==> config.mk <==
export PLATFORM = sky130hd
export DESIGN_NAME = uart_hub
export DESIGN_NICKNAME = d
export VERILOG_FILES = /design/src/hdl/uart_pkg.sv /design/src/hdl/uart_rx.sv /design/src/hdl/uart_tx.sv /design/src/hdl/credit_fifo.sv /design/src/hdl/lane_arbiter.sv /design/src/hdl/uart_hub.sv
export VERILOG_INCLUDE_DIRS = /design/src /design/src/hdl
export SDC_FILE = /design/constraint.sdc
export NUM_CORES = 1
export LEC_CHECK = 0
export BUFFER_PORTS_ARGS = -buffer_cell sky130_fd_sc_hd__clkbuf_2
export CORE_ASPECT_RATIO = 0.8
export CORE_MARGIN = 3
export CORE_UTILIZATION = 35
export CTS_CLUSTER_DIAMETER = 40
export CTS_CLUSTER_SIZE = 25
export DETAILED_ROUTE_END_ITERATION = 12
export PLACE_DENSITY = 0.57
export SYNTH_ARGS = -nofsm -noshare
export SYNTH_HDL_FRONTEND = slang
export SYNTH_SLANG_ARGS = --single-unit
==> constraint.sdc <==
create_clock -name clk_i -period 6.5 [get_ports clk_i]
set_clock_uncertainty 0.05 [all_clocks]
set_input_delay 0.65 -clock clk_i [delete_from_list [all_inputs] [get_ports clk_i]]
set_output_delay 0.65 -clock clk_i [all_outputs]
set_load 0.03 [all_outputs]
==> src/hdl/uart_hub_macros.svh <==
`ifndef UART_HUB_MACROS_SVH
`define UART_HUB_MACROS_SVH

// Buffer depths in entries
`define UART_RX_DEPTH 8
`define UART_TX_DEPTH 4

// Serial receive lanes sharing the receive buffer
`define UART_LANES 2

// Bit period counter width in clock cycles
`define UART_SPB_W 24

// Widest frame: start, 8 data, parity, 2 stop
`define UART_FRAME_W 12

// Credit counters
`define UART_CREDIT_W 8

`endif

==> src/hdl/uart_pkg.sv <==
`include "uart_hub_macros.svh"

package uart_pkg;

    // Data bits per frame
    typedef enum logic {
        DATA_SEVEN,
        DATA_EIGHT
    } data_bits_t;

    // Parity bit after the data bits
    typedef enum logic [2:0] {
        PARITY_NONE,
        PARITY_EVEN,
        PARITY_ODD,
        PARITY_MARK,
        PARITY_SPACE
    } parity_t;

    typedef enum logic {
        STOP_ONE,
        STOP_TWO
    } stop_bits_t;

    // Run-time frame format, bit period counted in clock cycles
    typedef struct packed {
        data_bits_t             data_bits;
        parity_t                parity;
        stop_bits_t             stop_bits;
        logic [`UART_SPB_W-1:0] samples_per_bit;
    } uart_config_t;

    // Receive buffer entry, tagged with its lane
    typedef struct packed {
        logic       lane;
        logic [7:0] data;
    } host_word_t;

    // Transmit buffer entry
    typedef logic [7:0] uart_byte_t;

endpackage

==> src/hdl/uart_rx.sv <==
`timescale 1ns/1ns
`include "uart_hub_macros.svh"

module uart_rx (
    input  logic                   clk_i,
    input  logic                   rst_n_i,
    input  logic                   rxd_i,
    input  uart_pkg::uart_config_t cfg_i,
    output logic [7:0]             data_o,
    output logic                   data_valid_o
);
    import uart_pkg::*;

    logic [2:0]                sync_r;
    logic [`UART_SPB_W-1:0]    center_cnt_r;
    logic                      sample_en;
    logic [`UART_FRAME_W-1:0]  frame_r;
    logic [`UART_FRAME_W-1:0]  frame_next;
    logic [`UART_FRAME_W-1:0]  frame_view;
    logic [3:0]                frame_len;
    logic                      start_good;
    logic                      parity_bit;
    logic                      data_xor;
    logic                      parity_good;
    logic [1:0]                stop_bits;
    logic                      stop_good;
    logic                      frame_good;
    logic [7:0]                data_r;
    logic                      data_valid_r;

    // Input synchroniser, oldest sample in bit 0
    always_ff @(posedge clk_i) begin
        if (!rst_n_i) begin
            sync_r <= 3'b111;
        end else begin
            sync_r <= {rxd_i, sync_r[2:1]};
        end
    end

    // Every line edge restarts a half-bit countdown to the bit centre
    always_ff @(posedge clk_i) begin
        if (!rst_n_i) begin
            center_cnt_r <= '0;
        end else if (sync_r[0] != sync_r[1]) begin
            center_cnt_r <= {1'b0, cfg_i.samples_per_bit[`UART_SPB_W-1:1]};
        end else if (sample_en) begin
            center_cnt_r <= cfg_i.samples_per_bit - 1'b1;
        end else begin
            center_cnt_r <= center_cnt_r - 1'b1;
        end
    end

    assign sample_en = (center_cnt_r == '0);

    // Newest sample enters at the top
    assign frame_next = {sync_r[0], frame_r[`UART_FRAME_W-1:1]};

    always_comb begin
        frame_len = (cfg_i.data_bits == DATA_SEVEN) ? 4'd9 : 4'd10;
        if (cfg_i.parity != PARITY_NONE) begin
            frame_len = frame_len + 4'd1;
        end
        if (cfg_i.stop_bits == STOP_TWO) begin
            frame_len = frame_len + 4'd1;
        end

        // Align the configured frame so the start bit sits in bit 0
        frame_view = frame_next >> (4'd12 - frame_len);
        start_good = !frame_view[0];

        data_xor = ^frame_view[7:1];
        if (cfg_i.data_bits == DATA_EIGHT) begin
            data_xor = data_xor ^ frame_view[8];
        end
        parity_bit = (cfg_i.data_bits == DATA_SEVEN) ? frame_view[8] : frame_view[9];

        case (cfg_i.parity)
            PARITY_NONE:  parity_good = 1'b1;
            PARITY_EVEN:  parity_good = (parity_bit == data_xor);
            PARITY_ODD:   parity_good = (parity_bit != data_xor);
            PARITY_MARK:  parity_good = parity_bit;
            PARITY_SPACE: parity_good = !parity_bit;
            default:      parity_good = 1'b0;
        endcase

        if (cfg_i.data_bits == DATA_SEVEN) begin
            stop_bits = (cfg_i.parity == PARITY_NONE) ? frame_view[9:8] : frame_view[10:9];
        end else begin
            stop_bits = (cfg_i.parity == PARITY_NONE) ? frame_view[10:9] : frame_view[11:10];
        end
        stop_good = (cfg_i.stop_bits == STOP_ONE) ? stop_bits[0] : (&stop_bits);

        frame_good = sample_en && start_good && parity_good && stop_good;
    end

    // Shift register, cleared to idle after each good frame
    always_ff @(posedge clk_i) begin
        if (!rst_n_i) begin
            frame_r <= '1;
        end else if (frame_good) begin
            frame_r <= '1;
        end else if (sample_en) begin
            frame_r <= frame_next;
        end
    end

    always_ff @(posedge clk_i) begin
        if (!rst_n_i) begin
            data_valid_r <= 1'b0;
        end else begin
            data_valid_r <= frame_good;
        end
    end

    // Seven-bit frames deliver bit 7 as zero
    always_ff @(posedge clk_i) begin
        if (frame_good) begin
            data_r <= {(cfg_i.data_bits == DATA_EIGHT) && frame_view[8], frame_view[7:1]};
        end
    end

    assign data_o       = data_r;
    assign data_valid_o = data_valid_r;

    // One pulse per frame, never back to back
    assert property (@(posedge clk_i) disable iff (!rst_n_i)
        data_valid_r |=> !data_valid_r);

endmodule

==> src/hdl/uart_tx.sv <==
`timescale 1ns/1ns
`include "uart_hub_macros.svh"

module uart_tx (
    input  logic                   clk_i,
    input  logic                   rst_n_i,
    input  uart_pkg::uart_config_t cfg_i,
    input  logic                   valid_i,
    input  logic [7:0]             data_i,
    output logic                   credit_o,
    output logic                   txd_o
);
    import uart_pkg::*;

    logic                   busy_r;
    logic                   init_r;
    logic                   credit_r;
    logic                   txd_r;
    logic [10:0]            shift_r;
    logic [3:0]             bits_left_r;
    logic [`UART_SPB_W-1:0] bit_cnt_r;
    logic [10:0]            body;
    logic [3:0]             body_len;
    logic                   data_xor;
    logic                   parity_bit;
    logic                   accept;
    logic                   frame_done;

    // Frame body after the start bit, LSB first
    always_comb begin
        data_xor = ^data_i[6:0];
        if (cfg_i.data_bits == DATA_EIGHT) begin
            data_xor = data_xor ^ data_i[7];
        end

        case (cfg_i.parity)
            PARITY_EVEN: parity_bit = data_xor;
            PARITY_ODD:  parity_bit = !data_xor;
            PARITY_MARK: parity_bit = 1'b1;
            default:     parity_bit = 1'b0;
        endcase

        // Ones above the data serve as stop bits
        body = '1;
        if (cfg_i.data_bits == DATA_SEVEN) begin
            body[6:0] = data_i[6:0];
            if (cfg_i.parity != PARITY_NONE) begin
                body[7] = parity_bit;
            end
            body_len = 4'd8;
        end else begin
            body[7:0] = data_i;
            if (cfg_i.parity != PARITY_NONE) begin
                body[8] = parity_bit;
            end
            body_len = 4'd9;
        end
        if (cfg_i.parity != PARITY_NONE) begin
            body_len = body_len + 4'd1;
        end
        if (cfg_i.stop_bits == STOP_TWO) begin
            body_len = body_len + 4'd1;
        end
    end

    assign accept     = valid_i && !busy_r;
    assign frame_done = busy_r && (bit_cnt_r == '0) && (bits_left_r == '0);

    always_ff @(posedge clk_i) begin
        if (!rst_n_i) begin
            busy_r      <= 1'b0;
            txd_r       <= 1'b1;
            bits_left_r <= '0;
            bit_cnt_r   <= '0;
        end else if (accept) begin
            // Start bit goes out on the next cycle
            busy_r      <= 1'b1;
            txd_r       <= 1'b0;
            bits_left_r <= body_len;
            bit_cnt_r   <= cfg_i.samples_per_bit - 1'b1;
        end else if (busy_r) begin
            if (bit_cnt_r != '0) begin
                bit_cnt_r <= bit_cnt_r - 1'b1;
            end else if (bits_left_r != '0) begin
                txd_r       <= shift_r[0];
                bits_left_r <= bits_left_r - 1'b1;
                bit_cnt_r   <= cfg_i.samples_per_bit - 1'b1;
            end else begin
                busy_r <= 1'b0;
            end
        end
    end

    always_ff @(posedge clk_i) begin
        if (accept) begin
            shift_r <= body;
        end else if (busy_r && (bit_cnt_r == '0)) begin
            shift_r <= {1'b1, shift_r[10:1]};
        end
    end

    // Single credit, handed out once after reset and after every frame
    always_ff @(posedge clk_i) begin
        if (!rst_n_i) begin
            init_r   <= 1'b1;
            credit_r <= 1'b0;
        end else begin
            init_r   <= 1'b0;
            credit_r <= init_r || frame_done;
        end
    end

    assign credit_o = credit_r;
    assign txd_o    = txd_r;

    // The buffer only sends with the credit it was given
    assert property (@(posedge clk_i) disable iff (!rst_n_i)
        valid_i |-> !busy_r);

endmodule

==> src/hdl/credit_fifo.sv <==
`timescale 1ns/1ns
`include "uart_hub_macros.svh"

module credit_fifo #(
    parameter type payload_t = logic [7:0],
    parameter int  DEPTH     = 4
) (
    input  logic     clk_i,
    input  logic     rst_n_i,
    input  logic     in_valid_i,
    input  payload_t in_data_i,
    output logic     in_credit_o,
    output logic     out_valid_o,
    output payload_t out_data_o,
    input  logic     out_credit_i
);
    localparam int PTR_W = $clog2(DEPTH);
    localparam int CNT_W = $clog2(DEPTH + 1);

    payload_t                  mem_r [DEPTH];
    logic [PTR_W-1:0]          wr_ptr_r;
    logic [PTR_W-1:0]          rd_ptr_r;
    logic [CNT_W-1:0]          count_r;
    logic [`UART_CREDIT_W-1:0] out_cred_r;
    logic                      credit_r;
    logic                      pop;

    // Pop whenever data and downstream credit are both present
    assign pop         = (count_r != '0) && (out_cred_r != '0);
    assign out_valid_o = pop;
    assign out_data_o  = mem_r[rd_ptr_r];
    assign in_credit_o = credit_r;

    always_ff @(posedge clk_i) begin
        if (in_valid_i) begin
            mem_r[wr_ptr_r] <= in_data_i;
        end
    end

    always_ff @(posedge clk_i) begin
        if (!rst_n_i) begin
            wr_ptr_r   <= '0;
            rd_ptr_r   <= '0;
            count_r    <= '0;
            out_cred_r <= '0;
            credit_r   <= 1'b0;
        end else begin
            // Pointers wrap at DEPTH, which need not be a power of two
            if (in_valid_i) begin
                wr_ptr_r <= (wr_ptr_r == PTR_W'(DEPTH - 1)) ? '0 : wr_ptr_r + 1'b1;
            end
            if (pop) begin
                rd_ptr_r <= (rd_ptr_r == PTR_W'(DEPTH - 1)) ? '0 : rd_ptr_r + 1'b1;
            end

            case ({in_valid_i, pop})
                2'b10:   count_r <= count_r + 1'b1;
                2'b01:   count_r <= count_r - 1'b1;
                default: count_r <= count_r;
            endcase

            case ({out_credit_i, pop})
                2'b10:   out_cred_r <= out_cred_r + 1'b1;
                2'b01:   out_cred_r <= out_cred_r - 1'b1;
                default: out_cred_r <= out_cred_r;
            endcase

            // Freed slot goes back to the sender
            credit_r <= pop;
        end
    end

    // Sender's credit count must keep it from overfilling the buffer
    assert property (@(posedge clk_i) disable iff (!rst_n_i)
        in_valid_i |-> (count_r < CNT_W'(DEPTH)));

endmodule

==> src/hdl/lane_arbiter.sv <==
`timescale 1ns/1ns
`include "uart_hub_macros.svh"

module lane_arbiter (
    input  logic                         clk_i,
    input  logic                         rst_n_i,
    input  logic [`UART_LANES-1:0][7:0]  lane_data_i,
    input  logic [`UART_LANES-1:0]       lane_valid_i,
    output logic                         push_o,
    output uart_pkg::host_word_t         word_o,
    input  logic                         credit_i
);
    logic [`UART_LANES-1:0]    slot_full_r;
    logic [7:0]                slot_data_r [`UART_LANES];
    logic [`UART_CREDIT_W-1:0] credit_r;
    logic                      last_r;
    logic                      grant_lane;
    logic                      grant;
    logic [`UART_LANES-1:0]    take;
    logic [`UART_LANES-1:0]    capture;

    always_comb begin
        // Both full: alternate away from the last winner
        if (&slot_full_r) begin
            grant_lane = !last_r;
        end else begin
            grant_lane = slot_full_r[1];
        end
        grant = (|slot_full_r) && (credit_r != '0);

        take = '0;
        if (grant) begin
            take[grant_lane] = 1'b1;
        end

        // New byte lands only in an empty or draining slot
        capture = lane_valid_i & (~slot_full_r | take);
    end

    assign push_o      = grant;
    assign word_o.lane = grant_lane;
    assign word_o.data = slot_data_r[grant_lane];

    always_ff @(posedge clk_i) begin
        for (int i = 0; i < `UART_LANES; i++) begin
            if (capture[i]) begin
                slot_data_r[i] <= lane_data_i[i];
            end
        end
    end

    always_ff @(posedge clk_i) begin
        if (!rst_n_i) begin
            slot_full_r <= '0;
            last_r      <= 1'b0;
            credit_r    <= `UART_CREDIT_W'(`UART_RX_DEPTH);
        end else begin
            slot_full_r <= capture | (slot_full_r & ~take);
            if (grant) begin
                last_r <= grant_lane;
            end
            case ({credit_i, grant})
                2'b10:   credit_r <= credit_r + 1'b1;
                2'b01:   credit_r <= credit_r - 1'b1;
                default: credit_r <= credit_r;
            endcase
        end
    end

    // Buffer returns no more credits than it has slots
    assert property (@(posedge clk_i) disable iff (!rst_n_i)
        credit_r <= `UART_CREDIT_W'(`UART_RX_DEPTH));

endmodule

==> src/hdl/uart_hub.sv <==
`timescale 1ns/1ns
`include "uart_hub_macros.svh"

module uart_hub (
    input  logic                   clk_i,
    input  logic                   rst_n_i,
    input  uart_pkg::data_bits_t   cfg_data_bits_i,
    input  uart_pkg::parity_t      cfg_parity_i,
    input  uart_pkg::stop_bits_t   cfg_stop_bits_i,
    input  logic [`UART_SPB_W-1:0] cfg_samples_per_bit_i,
    input  logic [`UART_LANES-1:0] rxd_i,
    output logic                   host_valid_o,
    output logic                   host_lane_o,
    output logic [7:0]             host_data_o,
    input  logic                   host_credit_i,
    input  logic                   tx_valid_i,
    input  logic [7:0]             tx_data_i,
    output logic                   tx_credit_o,
    output logic                   txd_o
);
    import uart_pkg::*;

    uart_config_t                cfg;
    logic [`UART_LANES-1:0][7:0] lane_data;
    logic [`UART_LANES-1:0]      lane_valid;
    logic                        arb_push;
    host_word_t                  arb_word;
    logic                        arb_credit;
    host_word_t                  host_word;
    logic                        tx_valid;
    uart_byte_t                  tx_byte;
    logic                        tx_credit;

    assign cfg.data_bits       = cfg_data_bits_i;
    assign cfg.parity          = cfg_parity_i;
    assign cfg.stop_bits       = cfg_stop_bits_i;
    assign cfg.samples_per_bit = cfg_samples_per_bit_i;

    assign host_lane_o = host_word.lane;
    assign host_data_o = host_word.data;

    // Receive lanes
    uart_rx rx0 (
        .clk_i        (clk_i),
        .rst_n_i      (rst_n_i),
        .rxd_i        (rxd_i[0]),
        .cfg_i        (cfg),
        .data_o       (lane_data[0]),
        .data_valid_o (lane_valid[0])
    );

    uart_rx rx1 (
        .clk_i        (clk_i),
        .rst_n_i      (rst_n_i),
        .rxd_i        (rxd_i[1]),
        .cfg_i        (cfg),
        .data_o       (lane_data[1]),
        .data_valid_o (lane_valid[1])
    );

    lane_arbiter arb0 (
        .clk_i        (clk_i),
        .rst_n_i      (rst_n_i),
        .lane_data_i  (lane_data),
        .lane_valid_i (lane_valid),
        .push_o       (arb_push),
        .word_o       (arb_word),
        .credit_i     (arb_credit)
    );

    credit_fifo #(
        .payload_t (host_word_t),
        .DEPTH     (`UART_RX_DEPTH)
    ) rx_buf (
        .clk_i        (clk_i),
        .rst_n_i      (rst_n_i),
        .in_valid_i   (arb_push),
        .in_data_i    (arb_word),
        .in_credit_o  (arb_credit),
        .out_valid_o  (host_valid_o),
        .out_data_o   (host_word),
        .out_credit_i (host_credit_i)
    );

    // Transmit path
    credit_fifo #(
        .payload_t (uart_byte_t),
        .DEPTH     (`UART_TX_DEPTH)
    ) tx_buf (
        .clk_i        (clk_i),
        .rst_n_i      (rst_n_i),
        .in_valid_i   (tx_valid_i),
        .in_data_i    (tx_data_i),
        .in_credit_o  (tx_credit_o),
        .out_valid_o  (tx_valid),
        .out_data_o   (tx_byte),
        .out_credit_i (tx_credit)
    );

    uart_tx tx0 (
        .clk_i    (clk_i),
        .rst_n_i  (rst_n_i),
        .cfg_i    (cfg),
        .valid_i  (tx_valid),
        .data_i   (tx_byte),
        .credit_o (tx_credit),
        .txd_o    (txd_o)
    );

endmodule

# Word-level counts from Yosys, hierarchy flattened
# Memory sizes are Yosys's and may differ from the RTL's. A register that Yosys moved wholly into a read port is not among the register bits.
# Cells that the tools add are included.
[word_totals] ram_bits=120 memories=3 ff_bits=183 wordCells=229
[op_classes] n_eq_ne=25 magnitude_cmp=2 n_mux=73 n_reduce_logical=58 bitwise_logic=10 n_shift=2 n_addsub=24
[memory_table] memory="rx_buf.mem_r" depth=8 width=9 rd=1 rd_clocked_by_memory_dff=1 write_ports=1 line_no="credit_fifo.sv:20" rtl="payload_t mem_r [DEPTH];"
[memory_table] memory="tx_buf.mem_r" depth=4 width=8 rd=1 rd_clocked_by_memory_dff=1 write_ports=1 line_no="credit_fifo.sv:20"
[memory_table] memory="arb0.slot_data_r" depth=2 width=8 rd=1 rd_clocked_by_memory_dff=0 write_ports=2 line_no="lane_arbiter.sv:14" rtl="logic [7:0] slot_data_r [`UART_LANES];"
[ops] operator="2-to-1 mux 24 bit" n=6
[ops] operator="subtractor 24 x 1 -> 24 bit, second input constant" n=4
[ops] operator="logical NOT 24 bit" n=3
[ops] operator="one-hot mux 8 bit (2 select lines)" n=3
[ops] operator="2-to-1 mux 23 bit" n=2
[ops] operator="2-to-1 mux 4 bit" n=8
[ops] operator="2-to-1 mux 1 bit" n=29
[ops] operator="adder 8 x 1 -> 8 bit, second input constant" n=3
[ops] operator="2-to-1 mux 2 bit" n=12
[ops] operator="nonzero test 24 bit" n=1
[ops] operator="nonzero test 8 bit" n=3
[ops] operator=">> shifter 12 x 4 -> 12 bit" n=2
[ops] operator="subtractor 8 x 1 -> 8 bit, second input constant" n=3
[ops] operator="parity 7 bit" n=3
[ops] operator="adder 4 x 1 -> 4 bit, second input constant" n=5
[ops] operator="2-to-1 mux 9 bit" n=2
[ops] operator="nonzero test 2 bit" n=8
[ops] operator="logical AND 1 bit" n=15
[ops] operator="equality test 2 bit, second input constant" n=7
[ops] operator="2-to-1 mux 3 bit" n=4
[ops] operator="equality test 2 x 1 -> 1 bit, second input constant" n=5
[ops] operator="one-hot mux 1 bit (5 select lines)" n=2
[ops] operator="OR reduction 2 bit" n=5
[ops] operator="adder 3 x 1 -> 3 bit, second input constant" n=3
[ops] operator="other kinds (30)" n=56

# Logic depth before layout (Yosys ltp)
[depth] depth_word=15 mapped_depth=19 depth_no_buf=17

# Modules after synthesis
# A second synthesis with hierarchy kept.
[hier_totals] hier_cells=1886 hier_area_um2=18231.2
[modules_own_cells] module="credit_fifo (rx_buf)" instances=1 cells_each=277 area_per_inst_um2=4085.2
[modules_own_cells] module="uart_rx (rx0)" instances=1 cells_each=466 area_per_inst_um2=3713.6
[modules_own_cells] module="uart_rx (rx1)" instances=1 cells_each=422 area_per_inst_um2=3392.0
[modules_own_cells] module="uart_tx" instances=1 cells_each=374 area_per_inst_um2=2980.4
[modules_own_cells] module="credit_fifo (tx_buf)" instances=1 cells_each=196 area_per_inst_um2=2499.9
[modules_own_cells] module="lane_arbiter" instances=1 cells_each=151 area_per_inst_um2=1560.2

# Least setup slack after synthesis
# No wires, ideal clock.
[synth_path] path_kind="input-to-reg" start="in cfg_parity_i[1]" end="reg rx0.data_r[0] (netlist: rx0.data_o[0]) (enable)" setup_time_ns=0.370 required_ns=6.080 n_path_buf=4 cell_stages=18 arrival_ns=4.931 setup_slack_ns=1.148 path_cell_list="clkbuf_1 > or2_2 > nor2_1 > inv_1 > ha_1 > buf_2 > clkbuf_1 > buf_2 > mux2i_1 > mux2_2 > o21ai_0 > xor2_1 > mux2i_1 > xnor2_1 > a21oi_1 > xnor2_1 > mux2_2 > nor2_1"
[synth_via] elab_chain_cells=13 elab_cells_between_ends=28 classes_between="2 x add/sub; 6 x eq/ne; 1 x shift; 9 x mux; 1 x bitwise; 9 x reduce/logical"
[synth_rtl] element="start: declaration" line_no="uart_hub.sv:8" rtl="input uart_pkg::parity_t cfg_parity_i,"
[synth_rtl] element="nonzero test 3 bit" line_no="uart_rx.sv:60" rtl="if (cfg_i.parity != PARITY_NONE) begin"
[synth_rtl] element="2-to-1 mux 4 bit" line_no="uart_rx.sv:60"
[synth_rtl] element="adder 4 x 1 -> 4 bit" line_no="uart_rx.sv:64" rtl="frame_len = frame_len + 4'd1;"
[synth_rtl] element="2-to-1 mux 4 bit" line_no="uart_rx.sv:63" rtl="if (cfg_i.stop_bits == STOP_TWO) begin"
[synth_rtl] element="subtractor 4 bit" line_no="uart_rx.sv:68" rtl="frame_view = frame_next >> (4'd12 - frame_len);"
[synth_rtl] element=">> shifter 12 x 4 -> 12 bit" line_no="uart_rx.sv:68"
[synth_rtl] element="parity 7 bit" line_no="uart_rx.sv:71" rtl="data_xor = ^frame_view[7:1];"
[synth_rtl] element="bitwise XOR 1 bit" line_no="uart_rx.sv:73" rtl="data_xor = data_xor ^ frame_view[8];"
[synth_rtl] element="2-to-1 mux 1 bit" line_no="uart_rx.sv:72" rtl="if (cfg_i.data_bits == DATA_EIGHT) begin"
[synth_rtl] element="inequality test 1 bit or equality test 1 bit (tied branches)" line_no="uart_rx.sv:80, uart_rx.sv:79"
[synth_rtl] element="one-hot mux 1 bit (5 select lines)" line_no="uart_rx.sv:77" rtl="case (cfg_i.parity)"
[synth_rtl] element="logical AND 1 bit" line_no="uart_rx.sv:93" rtl="frame_good = sample_en && start_good && parity_good && stop_good;"
[synth_rtl] element="logical AND 1 bit *" line_no="uart_rx.sv:93"
[synth_rtl] element="via rx0.frame_good" line_no="uart_rx.sv:27" rtl="logic frame_good;"
[synth_rtl] element="end signal: assignment" line_no="uart_rx.sv:118" rtl="data_r <= {(cfg_i.data_bits == DATA_EIGHT) && frame_view[8], frame_view[7:1]};"
[synth_rtl] element="end: declaration" line_no="uart_rx.sv:28" rtl="logic [7:0] data_r;"
# Mark *: on every way through the listed nets, which the timed path passes. The rest lies on a longest branch.
# A chain may end at the register's enable or synchronous reset.

# Worst setup path in the final report
[layout_path] start="in cfg_parity_i[1]" end="reg rx0.data_r[2] (netlist: rx0.data_o[2]) (enable)"
# Same word-level chain as after synthesis.

==> summary.md <==
| Metric | Value |
|---|---|
| Drc violations | 0 |
| Via count | 12600 |
| CP peak stage delay | 0.70 ns |
| Crit path depth | 15 |
| DRT Pass-1 Iters | 5 |
| Initial antenna violation count | 2 |
| Largest area contributor in the netlist | edfxtp_1 |
| Synth Register Bits | 306 |
| Peak VDD IR | 0.342 mV |
| Root buffer cell | clkbuf_16 |
| CP Buf/Inv Count | 3 |
| Min Tclk post-route | 5.44 ns |
| Detailed Place HPWL | 27700 um |
| CP arrival | 5.58 ns |
| CTS max path bufs | 3 |
| Worst Setup End Kind | flip-flop |
| # clock sinks | 306 |
| Antenna Cells | 0 |
| Final hold vios | 0 |
| Pleak | 6.75 nW |
| Most common cell after layout, fill and taps aside | nand2_1 |
| Max transition margin | 0.159 |
| Number of DRC markers in iteration 0 | 979 |
| Most frequent cells in the layout | nand2_1 (203), nor2_1 (175), dfxtp_1 (161) |
| CP top delay family | simple AND/OR/NAND/NOR gates |
| Total of fill cells in the finished design | 4317 |
| Cts bufs inserted | 41 |
| Worst skew pair latency | 0.55 ns |
| RePlAce Congestion | 0.916 |
| Syn. warnings | 0 |
| Post-synth EDFFs | 145 |
| # rows | 69 |
| Max cap viols | 0 |
| Flip-flop and latch area | 7580 um2 |
| Die W | 247 um |
| Largest net degree at the start of global routing | 61 |
| Worst hold stages | 2 |
| PortBufs | 54 |
| CP Max Fanout | 14 |
| Critical path class | primary input to flip-flop |
| Synth cell types | 78 |
| Highest Clock Rate | 0.184 GHz |
| Io pins | 55 |
| GRT Overall Usage | 0.167 |
| HP Class | primary input to flip-flop |
| Top cells by area, synth | edfxtp_1 (27%), dfxtp_1 (20%), nand2_1 (4.7%) |
| Mean routed wirelength per cell | 17.4 um |
| Status | finished clean |
| R2R cell count | 9 |
| Final-stage net count | 1791 |
| Clock-pin slew on the worst setup and hold paths | 0.06 ns |
| Slew @ Worst Pin | 1.26 ns |
| RSZ-0062 raised after global routing | false |
| Setup Viol. Count Final | 0 |
| CORE AREA | 45100 um2 |
| Cell area after synthesis | 16200 um2 |
| Core Util, Final | 0.412 |
| Mapped Nets | 1764 |
| Fin crit share | 0.837 |
| CTS tree | yes |
| Slew Limit Fails | 0 |
| Die H | 199 um |
| Antenna-violating nets left | 0 |
| Worst endpoint required time | 6.64 ns |
| Global-route wire length before repair | 66000 um |
| CP max stage cell | ha_1 |
| Post-CTS sizing | 0 |
| GR Overflow Total | 0 |
| Setup TNS after final layout | 0 ns |
| Vias per cell | 5.40 |
| Avg Inst Size Synth | 9.70 um2 |
| Power per cell area | 424 nW/um2 |
| Initial Utilization | 0.360 |
| Worst path cell trace | clkbuf_2 > or2_2 > nor2_1 > inv_1 > ha_1 > inv_1 > o22ai_1 > a222oi_1 > or3_1 > mux2i_1 > xnor2_1 > a21oi_1 > xnor2_1 > mux2_2 > nor2_1 |
| Post-CTS Setup Inserts | 0 |
| Die area | 49000 um2 |
| Design Area, Final | 18600 um2 |
| Yosys top cell area share | 0.268 |
| Layout area overhead | 14.5% |
| Number of global-route vias before repair | 12100 |
| Share of layout cells above drive strength 1 | 0.138 |
| PnR Total Power | 0.00788 W |
| Final WL | 40600 um |
| Mapped Cells | 1673 |
| Main synth FF type | dfxtp_1 |
| Fraction of registers with async set/reset | 0 |
| Placed inst area | 17100 um2 |
| Crit start category | primary input |
| Multi-input logic area | 8080 um2 |
| Hold buffers post-CTS | 0 |
| Sequential share of the synthesized area | 0.467 |
| Maximum level of the CTS H-tree | 2 |
## flip-flops by register name, indices dropped and copies added (netlist names), 4 cells and up, named ones only
signal	cells
rx1.data_o	8
rx1.center_cnt_r	24
tx0.bit_cnt_r	24
arb0.slot_data_r	16
rx0.center_cnt_r	24
rx_buf.mem_r	72
tx_buf.mem_r	32
rx_buf.out_cred_r	8
tx0.shift_r	9
rx1.frame_r	11
rx0.data_o	8
rx0.frame_r	11
tx0.bits_left_r	4
rx_buf.count_r	4
arb0.credit_r	8
tx_buf.out_cred_r	8
## cell usage after synthesis, drive strengths merged (26+ instances only)
| cell type | instances |
|---|---|
| a211oi | 29 |
| a21oi | 133 |
| clkbuf | 86 |
| dfxtp | 161 |
| edfxtp | 145 |
| ha | 43 |
| inv | 54 |
| mux2i | 27 |
| mux4 | 32 |
| nand2 | 203 |
| nand2b | 26 |
| nor2 | 177 |
| nor3 | 45 |
| o211ai | 34 |
| o21ai | 60 |
| xnor2 | 65 |
| xor2 | 38 |
## final cells by class
cell class,instances,share of cell area
Clock buffer,47,0.0581
Clock inverter,24,0.0207
Inverter,55,0.0112
Multi-Input combinational cell,1212,0.435
Sequential cell,306,0.408
Tap cell,603,0.0406
Timing Repair Buffer,84,0.0267
## kinds of logic (layout without fill, tap and decap cells)
| family | Yosys count | after routing | synth area share |
|---|---|---|---|
| AND/OR/NAND/NOR | 608 | 608 | 0.175 |
| AO/OA/AOI/OAI | 369 | 369 | 0.146 |
| flip-flops | 306 | 306 | 0.467 |
| buffers and inverters | 155 | 210 | 0.0378 |
| XOR/XNOR | 103 | 103 | 0.0556 |
| multiplexers | 84 | 84 | 0.0789 |
| adder cells (fa/ha/maj) | 48 | 48 | 0.0393 |
## metrics by stage
step           instances  setup slack [ns]  hold slack [ns]
2_1_floorplan       1673              1.15            0.336
4_1_cts             2331              1.18            0.216
3_5_place_dp        2260             0.622            0.357
5_1_grt             2331             0.726            0.241
6_report            2331              1.06            0.244
3_3_place_gp        2260             0.783            0.352
## final timing paths
check	start	endpoint	slack (ns)
min reg2reg	rx1.data_o[5]$_DFFE_PP_	arb0.slot_data_r[1][5]$_DFFE_PP_	0.36
max reg2reg	rx0.center_cnt_r[3]$_SDFF_PN0_	rx0.data_o[2]$_DFFE_PP_	2.34
max	cfg_parity_i[1]	rx0.data_o[2]$_DFFE_PP_	1.06
min	rxd_i[0]	rx0.sync_r[2]$_SDFF_PN1_	0.24
## routing by layer
metal | wire length [um] | up-vias | track usage | part of all wire
met1 | 19600 | 6015 | 0.241 | 0.48
met3 | 2870 | 56 | 0.0387 | 0.071
met5 | 13 | - | 0 | 0.00032
met4 | 606 | 2 | 0.0343 | 0.015
li1 | - | 6149 | - | -
met2 | 17500 | 366 | 0.255 | 0.43
## where the power goes
part / total (W) / switching (W) / internal [W]
Combinational: 0.00288 / 0.00175 / 0.00113
Clock: 0.00238 / 0.000913 / 0.00147
Sequential: 0.00262 / 0.000291 / 0.00233
Power figures use the tool's default switching activity.
